`config.mk`:
```
export PLATFORM = sky130hd
export DESIGN_NAME = noc_mesh
export DESIGN_NICKNAME = d
export VERILOG_FILES = /design/src/verilog/noc_pkg.sv /design/src/verilog/flit_fifo.sv /design/src/verilog/input_unit.sv /design/src/verilog/noc_mesh.sv /design/src/verilog/noc_router.sv /design/src/verilog/output_arbiter.sv
export SDC_FILE = /design/constraint.sdc
export NUM_CORES = 2
export LEC_CHECK = 0
export BUFFER_PORTS_ARGS = -buffer_cell sky130_fd_sc_hd__buf_2
export CAP_MARGIN = 20
export CELL_PAD_IN_SITES_DETAIL_PLACEMENT = 1
export CELL_PAD_IN_SITES_GLOBAL_PLACEMENT = 1
export CORE_MARGIN = 10
export CORE_UTILIZATION = 47
export DETAILED_ROUTE_END_ITERATION = 8
export PLACE_DENSITY = 0.86
export REMOVE_ABC_BUFFERS = 1
export SETUP_SLACK_MARGIN = 0.1
export SYNTH_ARGS = -nofsm -noshare
export SYNTH_HDL_FRONTEND = slang
export SYNTH_SLANG_ARGS = --single-unit
```
`constraint.sdc`:
```
create_clock -name clk -period 6.2 [get_ports clk]
set_input_delay 0.62 -clock clk [delete_from_list [all_inputs] [get_ports clk]]
set_output_delay 0.62 -clock clk [all_outputs]
set_load 0.02 [all_outputs]
```
`src/verilog/noc_pkg.sv`:
```
package noc_pkg;

    // --------------------------------------------------
    // Mesh and flit sizes
    // --------------------------------------------------
    localparam int MESH_ROWS_DEFAULT  = 2;
    localparam int MESH_COLS_DEFAULT  = 2;
    localparam int NUM_PORTS          = 5;
    localparam int DATA_W             = 16;

    localparam int ROW_W  = (MESH_ROWS_DEFAULT > 1) ? $clog2(MESH_ROWS_DEFAULT) : 1;
    localparam int COL_W  = (MESH_COLS_DEFAULT > 1) ? $clog2(MESH_COLS_DEFAULT) : 1;
    localparam int ADDR_W = ROW_W + COL_W;    // Packed as {row, col}

    // Input buffer depth and the matching credit range
    localparam int FIFO_DEPTH_DEFAULT = 4;
    localparam int CREDIT_W           = $clog2(FIFO_DEPTH_DEFAULT + 1);

    // --------------------------------------------------
    // Encodings
    // --------------------------------------------------
    typedef enum logic [2:0] {
        LOCAL = 3'd0,
        NORTH = 3'd1,    // Toward row - 1
        SOUTH = 3'd2,    // Toward row + 1
        EAST  = 3'd3,    // Toward col + 1
        WEST  = 3'd4     // Toward col - 1
    } port_dir_t;

    typedef enum logic {
        ARB_IDLE,
        ARB_LOCKED
    } arb_state_t;

endpackage

```
`src/verilog/flit_fifo.sv`:
```
`timescale 1ns/100ps

module flit_fifo
    import noc_pkg::*;
#(
    parameter int FIFO_DEPTH = FIFO_DEPTH_DEFAULT
) (
    input  logic              clk,
    input  logic              rst_n,
    input  logic              push,
    input  logic [DATA_W-1:0] push_data,
    input  logic [ADDR_W-1:0] push_dest,
    input  logic              push_tail,
    input  logic              pop,
    output logic [DATA_W-1:0] head_data,
    output logic [ADDR_W-1:0] head_dest,
    output logic              head_tail,
    output logic              empty
);

    localparam int PTR_W = (FIFO_DEPTH > 1) ? $clog2(FIFO_DEPTH) : 1;

    logic [DATA_W-1:0]   data_mem [FIFO_DEPTH];
    logic [ADDR_W-1:0]   dest_mem [FIFO_DEPTH];
    logic                tail_mem [FIFO_DEPTH];
    logic [PTR_W-1:0]    wr_ptr;
    logic [PTR_W-1:0]    rd_ptr;
    logic [CREDIT_W-1:0] count;

    // Wrap for depths that are not a power of two
    function automatic logic [PTR_W-1:0] next_ptr(input logic [PTR_W-1:0] ptr);
        return (ptr == PTR_W'(FIFO_DEPTH - 1)) ? '0 : ptr + 1'b1;
    endfunction

    always_ff @(posedge clk) begin
        if (push) begin
            data_mem[wr_ptr] <= push_data;
            dest_mem[wr_ptr] <= push_dest;
            tail_mem[wr_ptr] <= push_tail;
        end
    end

    always_ff @(posedge clk) begin
        if (!rst_n) begin
            wr_ptr <= '0;
            rd_ptr <= '0;
            count  <= '0;
        end else begin
            if (push) wr_ptr <= next_ptr(wr_ptr);
            if (pop)  rd_ptr <= next_ptr(rd_ptr);
            count <= count + CREDIT_W'(push) - CREDIT_W'(pop);
        end
    end

    assign head_data = data_mem[rd_ptr];
    assign head_dest = dest_mem[rd_ptr];
    assign head_tail = tail_mem[rd_ptr];
    assign empty     = (count == '0);    // Written flit visible one cycle later

endmodule

```
`src/verilog/input_unit.sv`:
```
`timescale 1ns/100ps

module input_unit
    import noc_pkg::*;
#(
    parameter int FIFO_DEPTH = FIFO_DEPTH_DEFAULT
) (
    input  logic                 clk,
    input  logic                 rst_n,
    input  logic [ADDR_W-1:0]    my_addr,
    input  logic                 send,
    input  logic [DATA_W-1:0]    data,
    input  logic [ADDR_W-1:0]    dest,
    input  logic                 tail,
    input  logic [NUM_PORTS-1:0] grant,     // One bit per output arbiter
    input  logic                 pop,
    output logic                 credit,
    output logic [NUM_PORTS-1:0] req,
    output logic [DATA_W-1:0]    head_data,
    output logic [ADDR_W-1:0]    head_dest,
    output logic                 head_tail
);

    logic             empty;
    logic             route_valid;
    port_dir_t        route_reg;
    port_dir_t        route_calc;
    port_dir_t        route;
    logic [ROW_W-1:0] my_row;
    logic [ROW_W-1:0] dest_row;
    logic [COL_W-1:0] my_col;
    logic [COL_W-1:0] dest_col;

    flit_fifo #(
        .FIFO_DEPTH (FIFO_DEPTH)
    ) u_fifo (
        .clk       (clk),
        .rst_n     (rst_n),
        .push      (send),
        .push_data (data),
        .push_dest (dest),
        .push_tail (tail),
        .pop       (pop),
        .head_data (head_data),
        .head_dest (head_dest),
        .head_tail (head_tail),
        .empty     (empty)
    );

    assign {my_row, my_col}     = my_addr;
    assign {dest_row, dest_col} = head_dest;

    // Dimension order: columns first, then rows
    always_comb begin
        if (dest_col > my_col)      route_calc = EAST;
        else if (dest_col < my_col) route_calc = WEST;
        else if (dest_row > my_row) route_calc = SOUTH;
        else if (dest_row < my_row) route_calc = NORTH;
        else                        route_calc = LOCAL;
    end

    // Route is taken from the head flit and held for the whole packet
    always_ff @(posedge clk) begin
        if (!rst_n) begin
            route_valid <= 1'b0;
            route_reg   <= LOCAL;
        end else if (|(grant & req) && head_tail) begin
            route_valid <= 1'b0;
        end else if (!route_valid && !empty) begin
            route_valid <= 1'b1;
            route_reg   <= route_calc;
        end
    end

    assign route = route_valid ? route_reg : route_calc;

    always_comb begin
        req = '0;
        if (!empty) req[route] = 1'b1;
    end

    // One credit back upstream per popped flit
    always_ff @(posedge clk) begin
        if (!rst_n) credit <= 1'b0;
        else        credit <= pop;
    end

endmodule

```
`src/verilog/noc_mesh.sv`:
```
`timescale 1ns/100ps

module noc_mesh
    import noc_pkg::*;
#(
    parameter int MESH_ROWS  = MESH_ROWS_DEFAULT,
    parameter int MESH_COLS  = MESH_COLS_DEFAULT,
    parameter int FIFO_DEPTH = FIFO_DEPTH_DEFAULT,
    localparam int NODES     = MESH_ROWS * MESH_COLS
) (
    input  logic                         clk,
    input  logic                         rst_n,

    // --------------------------------------------------
    // Inject side, node = row * MESH_COLS + col
    // --------------------------------------------------
    input  logic [NODES-1:0]             inj_send,
    input  logic [NODES-1:0][DATA_W-1:0] inj_data,
    input  logic [NODES-1:0][ADDR_W-1:0] inj_dest,
    input  logic [NODES-1:0]             inj_tail,
    output logic [NODES-1:0]             inj_credit,

    // --------------------------------------------------
    // Eject side
    // --------------------------------------------------
    output logic [NODES-1:0]             ej_send,
    output logic [NODES-1:0][DATA_W-1:0] ej_data,
    output logic [NODES-1:0]             ej_tail,
    input  logic [NODES-1:0]             ej_credit
);

    wire [NODES-1:0][NUM_PORTS-1:0]             rt_in_send;
    wire [NODES-1:0][NUM_PORTS-1:0][DATA_W-1:0] rt_in_data;
    wire [NODES-1:0][NUM_PORTS-1:0][ADDR_W-1:0] rt_in_dest;
    wire [NODES-1:0][NUM_PORTS-1:0]             rt_in_tail;
    wire [NODES-1:0][NUM_PORTS-1:0]             rt_in_credit;
    wire [NODES-1:0][NUM_PORTS-1:0]             rt_out_send;
    wire [NODES-1:0][NUM_PORTS-1:0][DATA_W-1:0] rt_out_data;
    wire [NODES-1:0][NUM_PORTS-1:0][ADDR_W-1:0] rt_out_dest;
    wire [NODES-1:0][NUM_PORTS-1:0]             rt_out_tail;
    wire [NODES-1:0][NUM_PORTS-1:0]             rt_out_credit;

    for (genvar r = 0; r < MESH_ROWS; r++) begin : g_row
        for (genvar c = 0; c < MESH_COLS; c++) begin : g_col
            localparam int               N   = r * MESH_COLS + c;
            localparam logic [ROW_W-1:0] ROW = ROW_W'(r);
            localparam logic [COL_W-1:0] COL = COL_W'(c);

            noc_router #(
                .MESH_ROWS  (MESH_ROWS),
                .MESH_COLS  (MESH_COLS),
                .FIFO_DEPTH (FIFO_DEPTH)
            ) u_router (
                .clk           (clk),
                .rst_n         (rst_n),
                .my_addr       ({ROW, COL}),
                .in_send       (rt_in_send[N]),
                .in_data       (rt_in_data[N]),
                .in_dest       (rt_in_dest[N]),
                .in_tail       (rt_in_tail[N]),
                .out_credit_in (rt_out_credit[N]),
                .in_credit     (rt_in_credit[N]),
                .out_send      (rt_out_send[N]),
                .out_data      (rt_out_data[N]),
                .out_dest      (rt_out_dest[N]),
                .out_tail      (rt_out_tail[N])
            );

            // Local port straight to the top level
            assign rt_in_send[N][LOCAL]    = inj_send[N];
            assign rt_in_data[N][LOCAL]    = inj_data[N];
            assign rt_in_dest[N][LOCAL]    = inj_dest[N];
            assign rt_in_tail[N][LOCAL]    = inj_tail[N];
            assign inj_credit[N]           = rt_in_credit[N][LOCAL];
            assign ej_send[N]              = rt_out_send[N][LOCAL];
            assign ej_data[N]              = rt_out_data[N][LOCAL];
            assign ej_tail[N]              = rt_out_tail[N][LOCAL];
            assign rt_out_credit[N][LOCAL] = ej_credit[N];

            // Neighbor links, seen from the receiving router
            for (genvar d = 1; d < NUM_PORTS; d++) begin : g_link
                localparam int NR  = (d == int'(SOUTH)) ? r + 1 :
                                     (d == int'(NORTH)) ? r - 1 : r;
                localparam int NC  = (d == int'(EAST))  ? c + 1 :
                                     (d == int'(WEST))  ? c - 1 : c;
                localparam int OPP = (d == int'(NORTH)) ? int'(SOUTH) :
                                     (d == int'(SOUTH)) ? int'(NORTH) :
                                     (d == int'(EAST))  ? int'(WEST)  : int'(EAST);

                if (NR >= 0 && NR < MESH_ROWS && NC >= 0 && NC < MESH_COLS) begin : g_nb
                    localparam int M = NR * MESH_COLS + NC;
                    assign rt_in_send[N][d]    = rt_out_send[M][OPP];
                    assign rt_in_data[N][d]    = rt_out_data[M][OPP];
                    assign rt_in_dest[N][d]    = rt_out_dest[M][OPP];
                    assign rt_in_tail[N][d]    = rt_out_tail[M][OPP];
                    assign rt_out_credit[N][d] = rt_in_credit[M][OPP];
                end else begin : g_edge
                    assign rt_in_send[N][d]    = 1'b0;
                    assign rt_in_data[N][d]    = '0;
                    assign rt_in_dest[N][d]    = '0;
                    assign rt_in_tail[N][d]    = 1'b0;
                    assign rt_out_credit[N][d] = 1'b0;    // No credit ever returns
                end
            end
        end
    end

endmodule

```
`src/verilog/noc_router.sv`:
```
`timescale 1ns/100ps

module noc_router
    import noc_pkg::*;
#(
    parameter int MESH_ROWS  = MESH_ROWS_DEFAULT,
    parameter int MESH_COLS  = MESH_COLS_DEFAULT,
    parameter int FIFO_DEPTH = FIFO_DEPTH_DEFAULT
) (
    input  logic                             clk,
    input  logic                             rst_n,
    input  logic [ADDR_W-1:0]                my_addr,
    input  logic [NUM_PORTS-1:0]             in_send,
    input  logic [NUM_PORTS-1:0][DATA_W-1:0] in_data,
    input  logic [NUM_PORTS-1:0][ADDR_W-1:0] in_dest,
    input  logic [NUM_PORTS-1:0]             in_tail,
    input  logic [NUM_PORTS-1:0]             out_credit_in,
    output logic [NUM_PORTS-1:0]             in_credit,
    output logic [NUM_PORTS-1:0]             out_send,
    output logic [NUM_PORTS-1:0][DATA_W-1:0] out_data,
    output logic [NUM_PORTS-1:0][ADDR_W-1:0] out_dest,
    output logic [NUM_PORTS-1:0]             out_tail
);

    // iu_* are [input][output], arb_* are [output][input]
    logic [NUM_PORTS-1:0][NUM_PORTS-1:0] iu_req;
    logic [NUM_PORTS-1:0][NUM_PORTS-1:0] iu_grant;
    logic [NUM_PORTS-1:0][NUM_PORTS-1:0] arb_req;
    logic [NUM_PORTS-1:0][NUM_PORTS-1:0] arb_grant;
    logic [NUM_PORTS-1:0]                pop;
    logic [NUM_PORTS-1:0]                port_exists;
    logic [NUM_PORTS-1:0][DATA_W-1:0]    head_data;
    logic [NUM_PORTS-1:0][ADDR_W-1:0]    head_dest;
    logic [NUM_PORTS-1:0]                head_tail;
    logic [ROW_W-1:0]                    my_row;
    logic [COL_W-1:0]                    my_col;

    assign {my_row, my_col} = my_addr;

    // Ports facing off the mesh edge never get a request
    always_comb begin
        port_exists        = '1;
        port_exists[NORTH] = (my_row != '0);
        port_exists[SOUTH] = (int'(my_row) != MESH_ROWS - 1);
        port_exists[WEST]  = (my_col != '0);
        port_exists[EAST]  = (int'(my_col) != MESH_COLS - 1);
    end

    // --------------------------------------------------
    // Crossbar control
    // --------------------------------------------------
    always_comb begin
        for (int o = 0; o < NUM_PORTS; o++) begin
            for (int i = 0; i < NUM_PORTS; i++) begin
                arb_req[o][i]  = iu_req[i][o] & port_exists[o];
                iu_grant[i][o] = arb_grant[o][i];
            end
        end
    end

    for (genvar gi = 0; gi < NUM_PORTS; gi++) begin : g_input
        assign pop[gi] = |iu_grant[gi];

        input_unit #(
            .FIFO_DEPTH (FIFO_DEPTH)
        ) u_input (
            .clk       (clk),
            .rst_n     (rst_n),
            .my_addr   (my_addr),
            .send      (in_send[gi]),
            .data      (in_data[gi]),
            .dest      (in_dest[gi]),
            .tail      (in_tail[gi]),
            .grant     (iu_grant[gi]),
            .pop       (pop[gi]),
            .credit    (in_credit[gi]),
            .req       (iu_req[gi]),
            .head_data (head_data[gi]),
            .head_dest (head_dest[gi]),
            .head_tail (head_tail[gi])
        );
    end

    // Each arbiter sees every head flit and muxes its owner's
    for (genvar go = 0; go < NUM_PORTS; go++) begin : g_output
        output_arbiter #(
            .FIFO_DEPTH (FIFO_DEPTH)
        ) u_arb (
            .clk       (clk),
            .rst_n     (rst_n),
            .req       (arb_req[go]),
            .head_data (head_data),
            .head_dest (head_dest),
            .head_tail (head_tail),
            .credit_in (out_credit_in[go]),
            .grant     (arb_grant[go]),
            .send      (out_send[go]),
            .data      (out_data[go]),
            .dest      (out_dest[go]),
            .tail      (out_tail[go])
        );
    end

endmodule

```
`src/verilog/output_arbiter.sv`:
```
`timescale 1ns/100ps

module output_arbiter
    import noc_pkg::*;
#(
    parameter int FIFO_DEPTH = FIFO_DEPTH_DEFAULT
) (
    input  logic                             clk,
    input  logic                             rst_n,
    input  logic [NUM_PORTS-1:0]             req,
    input  logic [NUM_PORTS-1:0][DATA_W-1:0] head_data,
    input  logic [NUM_PORTS-1:0][ADDR_W-1:0] head_dest,
    input  logic [NUM_PORTS-1:0]             head_tail,
    input  logic                             credit_in,
    output logic [NUM_PORTS-1:0]             grant,
    output logic                             send,
    output logic [DATA_W-1:0]                data,
    output logic [ADDR_W-1:0]                dest,
    output logic                             tail
);

    arb_state_t          state;
    port_dir_t           owner;       // Input holding the lock
    port_dir_t           last_win;
    port_dir_t           pick;
    logic                pick_valid;
    logic                fwd;
    logic [CREDIT_W-1:0] credits;     // Free slots downstream

    // Round robin starting just after the last winner
    always_comb begin
        int idx;
        pick       = LOCAL;
        pick_valid = 1'b0;
        for (int k = 1; k <= NUM_PORTS; k++) begin
            idx = (int'(last_win) + k) % NUM_PORTS;
            if (!pick_valid && req[idx]) begin
                pick       = port_dir_t'(idx);
                pick_valid = 1'b1;
            end
        end
    end

    // Move one flit when the owner has one and there is room downstream
    assign fwd = (state == ARB_LOCKED) && req[owner] && (credits != '0);

    always_comb begin
        grant        = '0;
        grant[owner] = fwd;    // Doubles as the pop of that input
    end

    // --------------------------------------------------
    // Packet lock
    // --------------------------------------------------
    always_ff @(posedge clk) begin
        if (!rst_n) begin
            state    <= ARB_IDLE;
            owner    <= LOCAL;
            last_win <= WEST;    // LOCAL goes first after reset
        end else begin
            case (state)
                ARB_IDLE: begin
                    if (pick_valid) begin
                        state    <= ARB_LOCKED;
                        owner    <= pick;
                        last_win <= pick;
                    end
                end
                ARB_LOCKED: begin
                    if (fwd && head_tail[owner]) state <= ARB_IDLE;
                end
                default: state <= ARB_IDLE;
            endcase
        end
    end

    // Credit counter and registered link
    always_ff @(posedge clk) begin
        if (!rst_n) begin
            credits <= CREDIT_W'(FIFO_DEPTH);
            send    <= 1'b0;
        end else begin
            credits <= credits - CREDIT_W'(fwd) + CREDIT_W'(credit_in);
            send    <= fwd;
        end
    end

    always_ff @(posedge clk) begin
        if (fwd) begin
            data <= head_data[owner];
            dest <= head_dest[owner];
            tail <= head_tail[owner];
        end
    end

endmodule
```
==> results.sh <==
export IMPL_syn_avg_cell_area_um2=11.5
export IMPL_grtUsageMet3=0.0610
export IMPL_clock_sinks=1420
export IMPL_post_place_cells=8556
export IMPL_fin_util=0.525
export IMPL_grt_pass1_vias=59800
export IMPL_cts_max_path_buffers=3
export IMPL_cp_start_kind="flip-flop"
export IMPL_finalWirelength_um=248000
export IMPL_use_met2=0.454
export IMPL_yosys_area_top_type_share=0.453
export IMPL_arrival_ns=6.13
export IMPL_cts_made_buffers=147
export IMPL_timing_hold_violations_final=0
export IMPL_yosysTopAreaCell="edfxtp_1"
export IMPL_cpLargestDelayFamily="compound AO/OA/AOI/OAI gates"
export IMPL_overflow=0
export IMPL_design_power_total_w=0.0357
export IMPL_top_regs="g_row.g_col.u_router.g_input.u_input.u_fifo.data_mem (768), g_row.g_col.u_router.g_output.u_arb.data (192), g_row.g_col.u_router.g_input.u_input.u_fifo.dest_mem (96)"
export IMPL_power_density_nw_per_um2=430
export IMPL_place_port_buffers=161
export IMPL_fin_tns_setup_ns=0
export IMPL_synthCells=6510
export IMPL_synthTopCellsByCount="1132 x edfxtp_1, 717 x nand2_1, 692 x a21oi_1, 558 x nor2_1, 438 x ha_1"
export IMPL_busiest_layer="met2"
export IMPL_worstSetupPathType="reg2reg"
export IMPL_gp_congestion=0.890
export IMPL_h_tree_depth=4
export IMPL_hold_class="in2reg"
export IMPL_reg2reg_slack_ns=0.72
export IMPL_grt_pass1_wl_um=372000
export IMPL_skew_ns=0.0440
export IMPL_relSlewSlack=0.179
export IMPL_ir_drop_uv=248
export IMPL_tightest_slew_ns=1.23
export IMPL_top_register="g_row.g_col.u_router.g_input.u_input.u_fifo.data_mem"
export IMPL_hold_ws_ns=0.0325
export IMPL_start_util=0.473
export IMPL_max_stage_delay_ns=0.64
export IMPL_ctsResizeCount=0
export IMPL_endpoint_kind="flip-flop"
export IMPL_drtIter0Drc=6604
export IMPL_clkLatencyLatePin_ns=0.82
export IMPL_wl_per_cell_um=28.0
export IMPL_final_min_clock_period_ns=5.48
export IMPL_synthArstFlopShare=0
export IMPL_finalSetupViolCount=0
export IMPL_syn_area_um2=75000
export IMPL_dr_pass1_iters=6
export IMPL_tritoncts="yes"
export IMPL_drtAntennaViolNets=0
export IMPL_crit_slowest_cell="dfxtp_1"
export IMPL_die_h_um=419
export IMPL_met1_usage=0.325
export IMPL_largest_reg_flops=768
export IMPL_synthTopCellsByArea="edfxtp_1 45%, dfxtp_1 7.7%, ha_1 7.3%"
export IMPL_clk_pin_slew_ns=0.07
export IMPL_post_cts_buffers=0
export IMPL_ys_warn_count=0
export IMPL_area_delta_synth_final_pct=10.9
export IMPL_period_share=0.884
export IMPL_die_area_um2=176000
export IMPL_via_per_inst=6.48
export IMPL_cp_max_fo=13
export IMPL_io_pins=162
export IMPL_ys_seq_area_frac=0.530
export IMPL_synth_seq_cells=1420
export IMPL_final_max_slew_viol_count=0
export IMPL_grt_antenna_before_repair=17
export IMPL_synth_flop_cell="edfxtp_1"
export IMPL_synth_edf_count=1132
export IMPL_n_fill_cell=16300
export IMPL_cp_num_cells=20
export IMPL_grt_max_degree=92
export IMPL_maxCapViolCount=0
export IMPL_reg2regPathDepth=20
export IMPL_track_usage=0.272
export IMPL_leakage_nw=30.1
export IMPL_cp_num_buf_inv=3
export IMPL_drc=0
export IMPL_yosysMostFrequentCell="edfxtp_1"
export IMPL_min_path_cells=1
export IMPL_dieWidth_um=419
export IMPL_drive_gt1_frac=0.127
export IMPL_root_buffer="clkbuf_16"
export IMPL_num_vias=57300
export IMPL_cp_required_ns=6.85
export IMPL_grt_setup_unrepaired="no"
export IMPL_placementRows=146
export IMPL_ys_types=112
export IMPL_crit_chain="ha_1, buf_4, xnor2_1, inv_2, ha_1, o31ai_1, o31ai_1, xnor2_1, ha_1, nor2b_1, a211oi_1, o31ai_1, buf_4, a211oi_1, a211oi_1, o31a_1, nor2_1, a31oi_1, o21ai_0, a2111oi_0"
export IMPL_nNetsFinal=7196
export IMPL_final_cell_count_no_fill=8842
export IMPL_place_hpwl_um=164000
export IMPL_coreArea_um2=158000
export IMPL_outcome="completed"
export IMPL_fmax_mhz=182
through the flow:
stage                     setup slack, ns  instance area [µm²]
after CTS                           0.879                82900
after global routing                0.255                83100
final                               0.721                83100
after detailed placement            0.977                78100
after floorplan                     -1.15                73700
after global placement               1.33                78000
metal layers:
| layer | part of all wire | routed length (µm) |
|---|---|---|
| met2 | 0.48 | 119000 |
| met3 | 0.093 | 23100 |
| met4 | 0.067 | 16500 |
| met1 | 0.36 | 88600 |
| met5 | 0.00028 | 70 |
power breakdown:
| part | internal, W | switching, W |
|---|---|---|
| Combinational | 0.00513 | 0.00941 |
| Clock | 0.00502 | 0.00403 |
| Sequential | 0.0113 | 0.000847 |
path summary, 6_finish.rpt:
kind | from | to
setup / recovery | flip-flop | flip-flop
hold / removal | inj_data[16] | flip-flop
setup reg to reg | flip-flop | flip-flop
hold reg to reg | flip-flop | flip-flop
layout by cell type (no fill, tap or decap), types with 41 or more instances in the layout:
master and count:
a21oi_1 692, and2_1 109, xnor2_1 136, buf_4 111
nand2_1 717, dfxtp_1 287, nor2_1 555, buf_2 160
ha_1 438, o21ai_0 157, mux2i_1 122, nor3_1 121
nand2b_1 90, mux4_2 229, clkbuf_16 152, inv_1 317
a211oi_1 42, nand3_1 87, edfxtp_1 1132, or3_1 47
a31oi_1 41
worst reg2reg max path: cells and delay by family, from the launching register on:
family,cells,cell delay (ns)
AO/OA/AOI/OAI,10,2.37
XOR/XNOR,2,0.74
adder cells (fa/ha/maj),3,0.80
buffers and inverters,3,0.50
flip-flops,1,0.64
AND/OR/NAND/NOR,2,0.26
what timing repair did:
action                     in CTS  in global routing
hold endpoints to repair        5                  0
setup endpoints to repair       0                  0
hold buffers                    2                  0
layout make-up:
type                    count  area [µm²]  area share
multi-input cells        4444       32700       0.394
inverters                 347        1310      0.0158
repair buffers            286        1930      0.0232
well taps                2072        2590      0.0312
clock inverters            89         856      0.0103
flip-flops and latches   1420       39800       0.478
clock buffers             177        3930      0.0472
diodes                      7        17.5    0.000211
kinds of logic (layout without fill, tap and decap cells):
kind of cell / after synthesis / after routing / synth area share
buf+inv: 646 / 899 / 0.0337
xor+xnor: 172 / 172 / 0.0204
mux: 394 / 394 / 0.0929
other cells: 0 / 7 / 0
compound gates: 1416 / 1416 / 0.118
simple gates: 1998 / 1998 / 0.125
fa+ha+maj: 464 / 464 / 0.0800
flops: 1420 / 1420 / 0.530
(Power assumes the default switching activity.)
